--- src/rtl/csr_params.svh ---
`ifndef CSR_PARAMS_SVH
`define CSR_PARAMS_SVH

// data path and pc width
`define CSR_XLEN        32

// field widths
`define CSR_NUM_W       14
`define CSR_ECODE_W     6
`define CSR_ESUB_W      9
`define CSR_HWI_W       8

// crmd resets with DA set, PLV 0 and IE 0
`define CSR_CRMD_W      9
`define CSR_CRMD_RST    9'd8

// bit 10 of the interrupt status vector is reserved
`define CSR_IS_W        13
`define CSR_LIE_MASK    13'h1bff

// eentry alignment
`define CSR_ENTRY_LSB   6

`endif

--- src/rtl/csr_op_pkg.sv ---
`default_nettype none

`include "csr_params.svh"

package csr_op_pkg;

    typedef enum logic [2:0] {
        OP_NONE    = 3'd0,
        OP_CSRRD   = 3'd1,
        OP_CSRWR   = 3'd2,
        OP_CSRXCHG = 3'd3,
        OP_ERTN    = 3'd4,
        OP_EXCP    = 3'd5
    } csr_op_e;

    typedef enum logic [`CSR_ECODE_W-1:0] {
        INT  = 6'h00,
        PIL  = 6'h01,
        PIS  = 6'h02,
        PIF  = 6'h03,
        PME  = 6'h04,
        PPI  = 6'h07,
        ADE  = 6'h08,
        ALE  = 6'h09,
        SYS  = 6'h0b,
        BRK  = 6'h0c,
        INE  = 6'h0d,
        TLBR = 6'h3f
    } ecode_e;

    // fetch address fault
    localparam logic [`CSR_ESUB_W-1:0] ADEF = 9'd0;

endpackage

`default_nettype wire

--- src/rtl/csr_map_pkg.sv ---
`default_nettype none

`include "csr_params.svh"

package csr_map_pkg;

    typedef enum logic [`CSR_NUM_W-1:0] {
        CRMD   = 14'h000,
        PRMD   = 14'h001,
        ECFG   = 14'h004,
        ESTAT  = 14'h005,
        ERA    = 14'h006,
        BADV   = 14'h007,
        EENTRY = 14'h00c,
        SAVE0  = 14'h030,
        SAVE1  = 14'h031,
        SAVE2  = 14'h032,
        SAVE3  = 14'h033,
        TCFG   = 14'h041,
        TVAL   = 14'h042,
        TICLR  = 14'h044
    } csr_num_e;

endpackage

`default_nettype wire

--- src/rtl/csr_decode.sv ---
`timescale 1ns/1ps
`default_nettype none

`include "csr_params.svh"

module csr_decode
    import csr_op_pkg::*;
    import csr_map_pkg::*;
(
    input  logic                   clk,
    input  logic                   rstn,
    input  logic                   req_valid,
    input  csr_op_e                req_op,
    input  logic [`CSR_NUM_W-1:0]  req_csr_num,
    input  logic [`CSR_XLEN-1:0]   req_wdata,
    input  logic [`CSR_XLEN-1:0]   req_mask,
    input  logic [`CSR_XLEN-1:0]   req_pc,
    input  ecode_e                 req_ecode,
    input  logic [`CSR_ESUB_W-1:0] req_esubcode,
    input  logic [`CSR_XLEN-1:0]   req_badv,
    input  logic [`CSR_XLEN-1:0]   rd_value,
    input  logic                   irq_pending,
    input  logic                   redirect_valid,
    output logic                   req_ready,
    output csr_num_e               rd_num,
    output logic                   accept,
    output csr_op_e                d_op,
    output csr_num_e               d_num,
    output logic [`CSR_XLEN-1:0]   d_wdata,
    output logic [`CSR_XLEN-1:0]   d_old,
    output logic [`CSR_XLEN-1:0]   d_pc,
    output ecode_e                 d_ecode,
    output logic [`CSR_ESUB_W-1:0] d_esub,
    output logic [`CSR_XLEN-1:0]   d_badv
);

    logic [`CSR_XLEN-1:0] eff_mask;

    // fetch is redirected, hold off until the stage drains
    assign req_ready = ~redirect_valid;
    assign accept    = req_valid & req_ready;

    assign rd_num = csr_num_e'(req_csr_num);
    assign d_num  = rd_num;
    assign d_old  = rd_value;
    assign d_pc   = req_pc;

    // csrwr writes the whole register
    assign eff_mask = (req_op == OP_CSRWR) ? '1 : req_mask;
    assign d_wdata  = (req_wdata & eff_mask) | (rd_value & ~eff_mask);

    // a pending interrupt wins over whatever was requested
    always_comb
    begin
        d_op    = req_op;
        d_ecode = req_ecode;
        d_esub  = req_esubcode;
        if (irq_pending)
        begin
            d_op    = OP_EXCP;
            d_ecode = INT;
            d_esub  = '0;
        end
    end

    assign d_badv = (d_ecode == ADE && d_esub == ADEF) ? req_pc : req_badv;

    a_no_empty_accept: assert property (
        @(posedge clk) disable iff (!rstn)
        accept |-> req_op != OP_NONE
    );

endmodule

`default_nettype wire

--- src/rtl/csr_stage.sv ---
`timescale 1ns/1ps
`default_nettype none

`include "csr_params.svh"

module csr_stage
    import csr_op_pkg::*;
    import csr_map_pkg::*;
(
    input  logic                   clk,
    input  logic                   rstn,
    input  logic                   accept,
    input  csr_op_e                d_op,
    input  csr_num_e               d_num,
    input  logic [`CSR_XLEN-1:0]   d_wdata,
    input  logic [`CSR_XLEN-1:0]   d_old,
    input  logic [`CSR_XLEN-1:0]   d_pc,
    input  ecode_e                 d_ecode,
    input  logic [`CSR_ESUB_W-1:0] d_esub,
    input  logic [`CSR_XLEN-1:0]   d_badv,
    input  logic [`CSR_XLEN-1:0]   eentry,
    input  logic [`CSR_XLEN-1:0]   era,
    output logic                   commit_valid,
    output csr_op_e                commit_op,
    output csr_num_e               commit_num,
    output logic [`CSR_XLEN-1:0]   commit_wdata,
    output logic [`CSR_XLEN-1:0]   commit_pc,
    output ecode_e                 commit_ecode,
    output logic [`CSR_ESUB_W-1:0] commit_esub,
    output logic [`CSR_XLEN-1:0]   commit_badv,
    output logic [`CSR_XLEN-1:0]   rdata,
    output logic                   redirect_valid,
    output logic [`CSR_XLEN-1:0]   redirect_pc,
    output logic                   excp_flush,
    output logic                   ertn_flush
);

    logic                 valid_q;
    logic [`CSR_XLEN-1:0] old_q;

    always_ff @(posedge clk)
    begin
        if (!rstn)
            valid_q <= 1'b0;
        else
            valid_q <= accept;
    end

    always_ff @(posedge clk)
    begin
        if (accept)
        begin
            commit_op    <= d_op;
            commit_num   <= d_num;
            commit_wdata <= d_wdata;
            old_q        <= d_old;
            commit_pc    <= d_pc;
            commit_ecode <= d_ecode;
            commit_esub  <= d_esub;
            commit_badv  <= d_badv;
        end
    end

    assign commit_valid = valid_q;

    // only the csr instructions return the old value
    assign rdata = (valid_q && (commit_op == OP_CSRRD || commit_op == OP_CSRWR ||
                    commit_op == OP_CSRXCHG)) ? old_q : '0;

    assign redirect_valid = valid_q && commit_op != OP_CSRRD;
    assign excp_flush     = valid_q && commit_op == OP_EXCP;
    assign ertn_flush     = valid_q && commit_op == OP_ERTN;

    always_comb
    begin
        case (commit_op)
            OP_ERTN: redirect_pc = era;
            OP_EXCP: redirect_pc = eentry;
            default: redirect_pc = commit_pc + 32'd4;
        endcase
    end

    a_redirect_gap: assert property (
        @(posedge clk) disable iff (!rstn)
        redirect_valid |=> !redirect_valid
    );

endmodule

`default_nettype wire

--- src/rtl/csr_file.sv ---
`timescale 1ns/1ps
`default_nettype none

`include "csr_params.svh"

module csr_file
    import csr_op_pkg::*;
    import csr_map_pkg::*;
(
    input  logic                   clk,
    input  logic                   rstn,
    input  logic                   commit_valid,
    input  csr_op_e                commit_op,
    input  csr_num_e               commit_num,
    input  logic [`CSR_XLEN-1:0]   commit_wdata,
    input  logic [`CSR_XLEN-1:0]   commit_pc,
    input  ecode_e                 commit_ecode,
    input  logic [`CSR_ESUB_W-1:0] commit_esub,
    input  logic [`CSR_XLEN-1:0]   commit_badv,
    input  csr_num_e               rd_num,
    input  logic [`CSR_HWI_W-1:0]  hw_int,
    input  logic [`CSR_XLEN-1:0]   tcfg,
    input  logic [`CSR_XLEN-1:0]   tval,
    input  logic                   timer_irq,
    output logic [`CSR_XLEN-1:0]   rd_value,
    output logic                   irq_pending,
    output logic [`CSR_XLEN-1:0]   eentry,
    output logic [`CSR_XLEN-1:0]   era,
    output logic [1:0]             crmd_plv,
    output logic                   crmd_ie,
    output logic                   tcfg_we,
    output logic                   ticlr_we,
    output logic [`CSR_XLEN-1:0]   tcfg_wdata
);

    logic [`CSR_CRMD_W-1:0]            crmd;
    logic [2:0]                        prmd;
    logic [`CSR_IS_W-1:0]              ecfg_lie;
    logic [1:0]                        estat_is;
    ecode_e                            estat_ecode;
    logic [`CSR_ESUB_W-1:0]            estat_esub;
    logic [`CSR_XLEN-1:0]              badv;
    logic [`CSR_XLEN-1:`CSR_ENTRY_LSB] eentry_q;
    logic [`CSR_XLEN-1:0]              save0, save1, save2, save3;
    logic [`CSR_IS_W-1:0]              is_vec;
    logic                              wr;
    logic                              badv_load;

    assign is_vec      = {1'b0, timer_irq, 1'b0, hw_int, estat_is};
    assign irq_pending = (|(is_vec & ecfg_lie)) & crmd[2];

    assign eentry   = {eentry_q, {`CSR_ENTRY_LSB{1'b0}}};
    assign crmd_plv = crmd[1:0];
    assign crmd_ie  = crmd[2];

    assign wr         = commit_valid && (commit_op == OP_CSRWR || commit_op == OP_CSRXCHG);
    assign tcfg_we    = wr && commit_num == TCFG;
    assign ticlr_we   = wr && commit_num == TICLR && commit_wdata[0];
    assign tcfg_wdata = commit_wdata;

    // address-related faults record the bad address
    assign badv_load = commit_ecode inside {ALE, PIL, PIS, PIF, PME, PPI, TLBR} ||
                       (commit_ecode == ADE && commit_esub == ADEF);

    always_comb
    begin
        case (rd_num)
            CRMD:    rd_value = {23'b0, crmd};
            PRMD:    rd_value = {29'b0, prmd};
            ECFG:    rd_value = {19'b0, ecfg_lie};
            ESTAT:   rd_value = {1'b0, estat_esub, estat_ecode, 3'b0, is_vec};
            ERA:     rd_value = era;
            BADV:    rd_value = badv;
            EENTRY:  rd_value = eentry;
            SAVE0:   rd_value = save0;
            SAVE1:   rd_value = save1;
            SAVE2:   rd_value = save2;
            SAVE3:   rd_value = save3;
            TCFG:    rd_value = tcfg;
            TVAL:    rd_value = tval;
            default: rd_value = '0;
        endcase
    end

    always_ff @(posedge clk)
    begin
        if (!rstn)
        begin
            crmd        <= `CSR_CRMD_RST;
            prmd        <= '0;
            ecfg_lie    <= '0;
            estat_is    <= '0;
            estat_ecode <= INT;
            estat_esub  <= '0;
            era         <= '0;
            badv        <= '0;
            eentry_q    <= '0;
            save0       <= '0;
            save1       <= '0;
            save2       <= '0;
            save3       <= '0;
        end
        else if (commit_valid && commit_op == OP_EXCP)
        begin
            prmd        <= crmd[2:0];
            crmd[2:0]   <= 3'b000;
            era         <= commit_pc;
            estat_ecode <= commit_ecode;
            estat_esub  <= commit_esub;
            if (badv_load)
                badv <= commit_badv;
        end
        else if (commit_valid && commit_op == OP_ERTN)
            crmd[2:0] <= prmd;
        else if (wr)
        begin
            case (commit_num)
                CRMD:    crmd     <= commit_wdata[`CSR_CRMD_W-1:0];
                PRMD:    prmd     <= commit_wdata[2:0];
                ECFG:    ecfg_lie <= commit_wdata[`CSR_IS_W-1:0] & `CSR_LIE_MASK;
                ESTAT:   estat_is <= commit_wdata[1:0];
                ERA:     era      <= commit_wdata;
                BADV:    badv     <= commit_wdata;
                EENTRY:  eentry_q <= commit_wdata[`CSR_XLEN-1:`CSR_ENTRY_LSB];
                SAVE0:   save0    <= commit_wdata;
                SAVE1:   save1    <= commit_wdata;
                SAVE2:   save2    <= commit_wdata;
                SAVE3:   save3    <= commit_wdata;
                default: ;
            endcase
        end
    end

    a_commit_has_op: assert property (
        @(posedge clk) disable iff (!rstn)
        commit_valid |-> commit_op != OP_NONE
    );

endmodule

`default_nettype wire

--- src/rtl/csr_timer.sv ---
`timescale 1ns/1ps
`default_nettype none

`include "csr_params.svh"

module csr_timer (
    input  logic                 clk,
    input  logic                 rstn,
    input  logic                 tcfg_we,
    input  logic [`CSR_XLEN-1:0] tcfg_wdata,
    input  logic                 ticlr_we,
    output logic [`CSR_XLEN-1:0] tcfg,
    output logic [`CSR_XLEN-1:0] tval,
    output logic                 timer_irq
);

    logic expire;

    // bit 0 enable, bit 1 periodic
    assign expire = tcfg[0] && !tcfg_we && tval == '0;

    always_ff @(posedge clk)
    begin
        if (!rstn)
        begin
            tcfg <= '0;
            tval <= '0;
        end
        else if (tcfg_we)
        begin
            tcfg <= tcfg_wdata;
            tval <= {tcfg_wdata[`CSR_XLEN-1:2], 2'b00};
        end
        else if (expire)
            tval <= tcfg[1] ? {tcfg[`CSR_XLEN-1:2], 2'b00} : '1;
        else if (tcfg[0] && tval != '1)
            tval <= tval - 1'b1;
    end

    always_ff @(posedge clk)
    begin
        if (!rstn)
            timer_irq <= 1'b0;
        else if (ticlr_we)
            timer_irq <= 1'b0;
        else if (expire)
            timer_irq <= 1'b1;
    end

endmodule

`default_nettype wire

--- src/rtl/csr_top.sv ---
`timescale 1ns/1ps
`default_nettype none

`include "csr_params.svh"

module csr_top
    import csr_op_pkg::*;
    import csr_map_pkg::*;
(
    input  logic                   clk,
    input  logic                   rstn,
    input  logic                   req_valid,
    input  csr_op_e                req_op,
    input  logic [`CSR_NUM_W-1:0]  req_csr_num,
    input  logic [`CSR_XLEN-1:0]   req_wdata,
    input  logic [`CSR_XLEN-1:0]   req_mask,
    input  logic [`CSR_XLEN-1:0]   req_pc,
    input  ecode_e                 req_ecode,
    input  logic [`CSR_ESUB_W-1:0] req_esubcode,
    input  logic [`CSR_XLEN-1:0]   req_badv,
    input  logic [`CSR_HWI_W-1:0]  hw_int,
    output logic                   req_ready,
    output logic [`CSR_XLEN-1:0]   rdata,
    output logic                   redirect_valid,
    output logic [`CSR_XLEN-1:0]   redirect_pc,
    output logic                   excp_flush,
    output logic                   ertn_flush,
    output logic [1:0]             crmd_plv,
    output logic                   crmd_ie
);

    csr_num_e               rd_num;
    logic [`CSR_XLEN-1:0]   rd_value;
    logic                   irq_pending;
    logic                   accept;
    csr_op_e                d_op;
    csr_num_e               d_num;
    logic [`CSR_XLEN-1:0]   d_wdata, d_old, d_pc, d_badv;
    ecode_e                 d_ecode;
    logic [`CSR_ESUB_W-1:0] d_esub;
    logic                   commit_valid;
    csr_op_e                commit_op;
    csr_num_e               commit_num;
    logic [`CSR_XLEN-1:0]   commit_wdata, commit_pc, commit_badv;
    ecode_e                 commit_ecode;
    logic [`CSR_ESUB_W-1:0] commit_esub;
    logic [`CSR_XLEN-1:0]   eentry, era;
    logic                   tcfg_we, ticlr_we, timer_irq;
    logic [`CSR_XLEN-1:0]   tcfg_wdata, tcfg, tval;

    csr_decode i_csr_decode (.*);

    csr_stage i_csr_stage (.*);

    csr_file i_csr_file (.*);

    csr_timer i_csr_timer (
        .clk        (clk),
        .rstn       (rstn),
        .tcfg_we    (tcfg_we),
        .tcfg_wdata (tcfg_wdata),
        .ticlr_we   (ticlr_we),
        .tcfg       (tcfg),
        .tval       (tval),
        .timer_irq  (timer_irq)
    );

endmodule

`default_nettype wire

--- config.mk ---
export PLATFORM = sky130hd
export DESIGN_NAME = csr_top
export DESIGN_NICKNAME = d
export VERILOG_FILES = /design/src/rtl/csr_op_pkg.sv /design/src/rtl/csr_map_pkg.sv /design/src/rtl/csr_decode.sv /design/src/rtl/csr_stage.sv /design/src/rtl/csr_file.sv /design/src/rtl/csr_timer.sv /design/src/rtl/csr_top.sv
export VERILOG_INCLUDE_DIRS = /design/src /design/src/rtl
export SDC_FILE = /design/constraint.sdc
export NUM_CORES = 1
export LEC_CHECK = 0
export BUFFER_PORTS_ARGS = -buffer_cell sky130_fd_sc_hd__buf_4
export CAP_MARGIN = 20
export CORE_MARGIN = 1.5
export CORE_UTILIZATION = 32
export DETAILED_ROUTE_END_ITERATION = 16
export GPL_TIMING_DRIVEN = 0
export SYNTH_ARGS = -nofsm -noshare
export SYNTH_HDL_FRONTEND = slang
export SYNTH_SLANG_ARGS = --single-unit
--- constraint.sdc ---
create_clock -name clk -period 12.98 [get_ports clk]
set_clock_uncertainty 0.1 [all_clocks]
set_input_delay 3.245 -clock clk [delete_from_list [all_inputs] [get_ports clk]]
set_output_delay 3.245 -clock clk [all_outputs]
set_load 0.05 [all_outputs]
==> metrics.cfg <==
[cts]
clockBufferDepth=3
clkLatencyLatePin_ns=0.61
cts-htree-levels=2
cts_root_buf=clkbuf_16
path_clk_slew_ns=0.06
clkSinkCount=485
cts_made_buffers=51
post_cts_buffers=0
cts-resized-gates=0
hold_buffers=0
cts_tree=built

[cells_and_area]
areaGrowthSynthToFinish_pct=21.1
final_layout_size_suffix_gt1_share_pct=17.1
fin_nets=3023

[routing]
drc=0
viasPerCell=5.54
drt_iter0_markers=2365
ant_nets=0
vias=21284
routed_wl_mm=92.5
avgRoutedWirePerCell_um=24.1
drtPass1Iterations=7

[timing]
min_period_ns=7.21
rsz0062_at_grt=no
maxSlewHeadroom_pct=22.5
setup_viol=0
hold_viol_final=0
tightest_slew_ns=1.16
setup_ws_ns=5.77
tns_ns=0
fin_crit_sh_pct=55.6
slew_viol_final=0
fmax_mhz=139

[die]
chipHeight_um=272
die_area_sq_um=73800
die_w_um=272
ios=242
core-area_sq_um=71500
core.rowCount=98
initial_core_util_pct=32.3

[synth]
syn-num-nets=2720
yosysSeqAreaShare_pct=49.0
syn_area_per_cell_sq_um=9.07
synth_top_area_share_pct=28.2
yosys.area.top_type=dfxtp_1
synthCells=2545
ys_async_sr_fraction_pct=0
synth_most_common_cell=nand2_1
ys_top_cells_by_count=607 x nand2_1, 325 x dfxtp_1, 287 x a21oi_1
synth_cell_types=80
ys_ff_latch=485
ys_warn_count=0
synth-edff-count=160
netlist_area_sq_um=23100
synthTopCellsByArea=dfxtp_1 28%, edfxtp_1 21%, nand2_1 9.9%, a21oi_1 6.2%, mux4_2 3.2%
synthFlopType=dfxtp_1

[pwr]
p_sw_share_pct=24.9
cellPowerDensity_nw_per_um2=124
p_int_mw=2.61
combPwrFrac_pct=8.1
clkPwrFrac_pct=44.7
leakage_nw=9.82
ir_drop_v=0.000104
seq_power_share_pct=47.2
power.switching_uw=864

[hold_path]
hold_path_end=i_csr_file.badv[24]
min_path_cells=2
hp-start=i_csr_file.badv[24]
hold_path_class=reg2reg

[critical_path]
cp-end-kind=output pin
regToRegStartpoint=i_csr_stage.commit_op[1]
rr_endpoint=i_csr_file.era[28]
r2r_slack_ns=9.43
path_class=reg2out
reg2reg_depth=6
path_max_fanout=10
cp.required_ns=9.63
worstPathArrival_ns=3.87
cp-start-kind=flip-flop

[run]
maxCapViolCount=0

[global_routing]
globalRouteOverflowTotal=0
grt_max_degree=67
grt_use_total_pct=24.3
grt_pass1_wl_mm=134
grt_pass1_vias=19805
antenna_found_initial=3

[placement]
io_buffers=241
place.gp.congestion=0.951
detailedPlace.worstSlack_ns=5.83
post-dp-hpwl_mm=71.7

[status]
status=finished clean

==> layer usage <==
layer,vias up,share of wire (%),global-route usage [%]
met5,-,0.011,0
met4,2,4.5,10.3
met3,190,9.2,4.09
met2,1114,46,39.3
met1,10295,40,32.0
li1,9683,-,-
==> registers in the layout, summed over array words and instances (netlist names), 6 cells and up <==
name / flops
i_csr_timer.tval: 32
i_csr_file.era: 32
i_csr_stage.commit_ecode: 6
i_csr_file.crmd: 9
i_csr_stage.commit_pc: 32
i_csr_stage.old_q: 32
i_csr_file.estat_esub: 9
i_csr_file.ecfg_lie: 12
i_csr_file.estat_ecode: 6
i_csr_stage.commit_num: 14
i_csr_stage.commit_badv: 32
i_csr_file.save3: 32
i_csr_file.eentry_q: 26
i_csr_stage.commit_wdata: 32
i_csr_stage.commit_esub: 9
i_csr_file.save1: 32
i_csr_file.save2: 32
i_csr_file.badv: 32
i_csr_timer.tcfg: 32
i_csr_file.save0: 32
==> kinds of logic after synthesis <==
family                     after synthesis  synth area share, %
xor gates and xnor gates                55                 2.09
AOI/OAI and AO/OA                      604                 16.7
and+or+nand+nor                       1061                 20.8
DFF                                    485                 49.0
adders and majority gates                4                0.217
muxes                                  118                 7.20
buffers and inverters                  218                 4.06
==> layout make-up <==
| type | instances | area, sq um |
|---|---|---|
| timing repair buffer | 250 | 1920 |
| antenna | 1 | 2.50 |
| clock buffer | 69 | 1500 |
| clock inverter | 26 | 258 |
| multi-input combinational | 1842 | 10800 |
| tap | 950 | 1190 |
| sequential | 485 | 11300 |
| inverter | 12 | 45.0 |
| fill | 7271 | 43500 |
| buffer | 206 | 892 |
==> how the worst max path moves through the flow <==
stage,from,to,cells after the start
after floorplan,req_valid,i_csr_stage.commit_badv[0],1
after global placement,req_valid,i_csr_stage.commit_wdata[21],2
after detailed placement,req_csr_num[1],i_csr_stage.commit_wdata[2],7
after CTS,i_csr_stage.commit_op[1],excp_flush,7
after global routing,i_csr_stage.commit_op[1],excp_flush,7
final,i_csr_stage.commit_op[1],excp_flush,7
==> cell usage in the layout, fill, tap and decap left out, drive strengths merged, types with 15 or more instances in the layout <==
cell type / netlist / final
nand2: 607 / 607
dfxtp: 325 / 325
buf: 53 / 301
a21oi: 287 / 287
clkbuf: 153 / 224
edfxtp: 160 / 160
nor2: 158 / 158
nand3: 70 / 70
mux2: 54 / 54
and2: 47 / 47
o21ai: 45 / 45
nor2b: 38 / 38
xor2: 35 / 35
mux4: 33 / 33
mux2i: 31 / 31
a21o: 29 / 29
a21boi: 29 / 29
o22ai: 27 / 27
a211oi: 27 / 27
a311oi: 26 / 26
nor3: 26 / 26
nor4: 24 / 24
nand4: 20 / 20
xnor2: 20 / 20
a32oi: 18 / 18
a22oi: 17 / 17
clkinv: 0 / 15
==> per-stage QoR <==
step,hold WS (ns),util [%],total power [mW],instance area (sq um),instances
global route,0.363,39.1,3.56,28000,3840
global placement,0.339,36.5,1.95,26100,3736
finish,0.353,39.1,3.48,28000,3841
CTS,0.352,39.1,3.48,27900,3838
detailed placement,0.343,36.6,1.95,26200,3743
floorplan,0.331,-,1.81,23100,2545
==> power by group through the flow <==
| stage | Clock [mW] | Combinational [mW] | Sequential, mW |
|---|---|---|---|
| floorplan | 0 | 0.147 | 1.66 |
| global placement | 0 | 0.274 | 1.68 |
| detailed placement | 0 | 0.279 | 1.67 |
| CTS | 1.56 | 0.280 | 1.64 |
| global route | 1.63 | 0.295 | 1.64 |
| finish | 1.55 | 0.283 | 1.64 |
==> worst max-delay path, cell delays in order, from the launching register on <==
cell,delay (ns)
edfxtp_1,0.56
nor2b_1,0.16
clkbuf_1,0.34
nand3_1,0.44
inv_2,0.34
buf_1,0.68
clkbuf_1,0.43
buf_4,0.29
(Power assumes the default switching activity.)
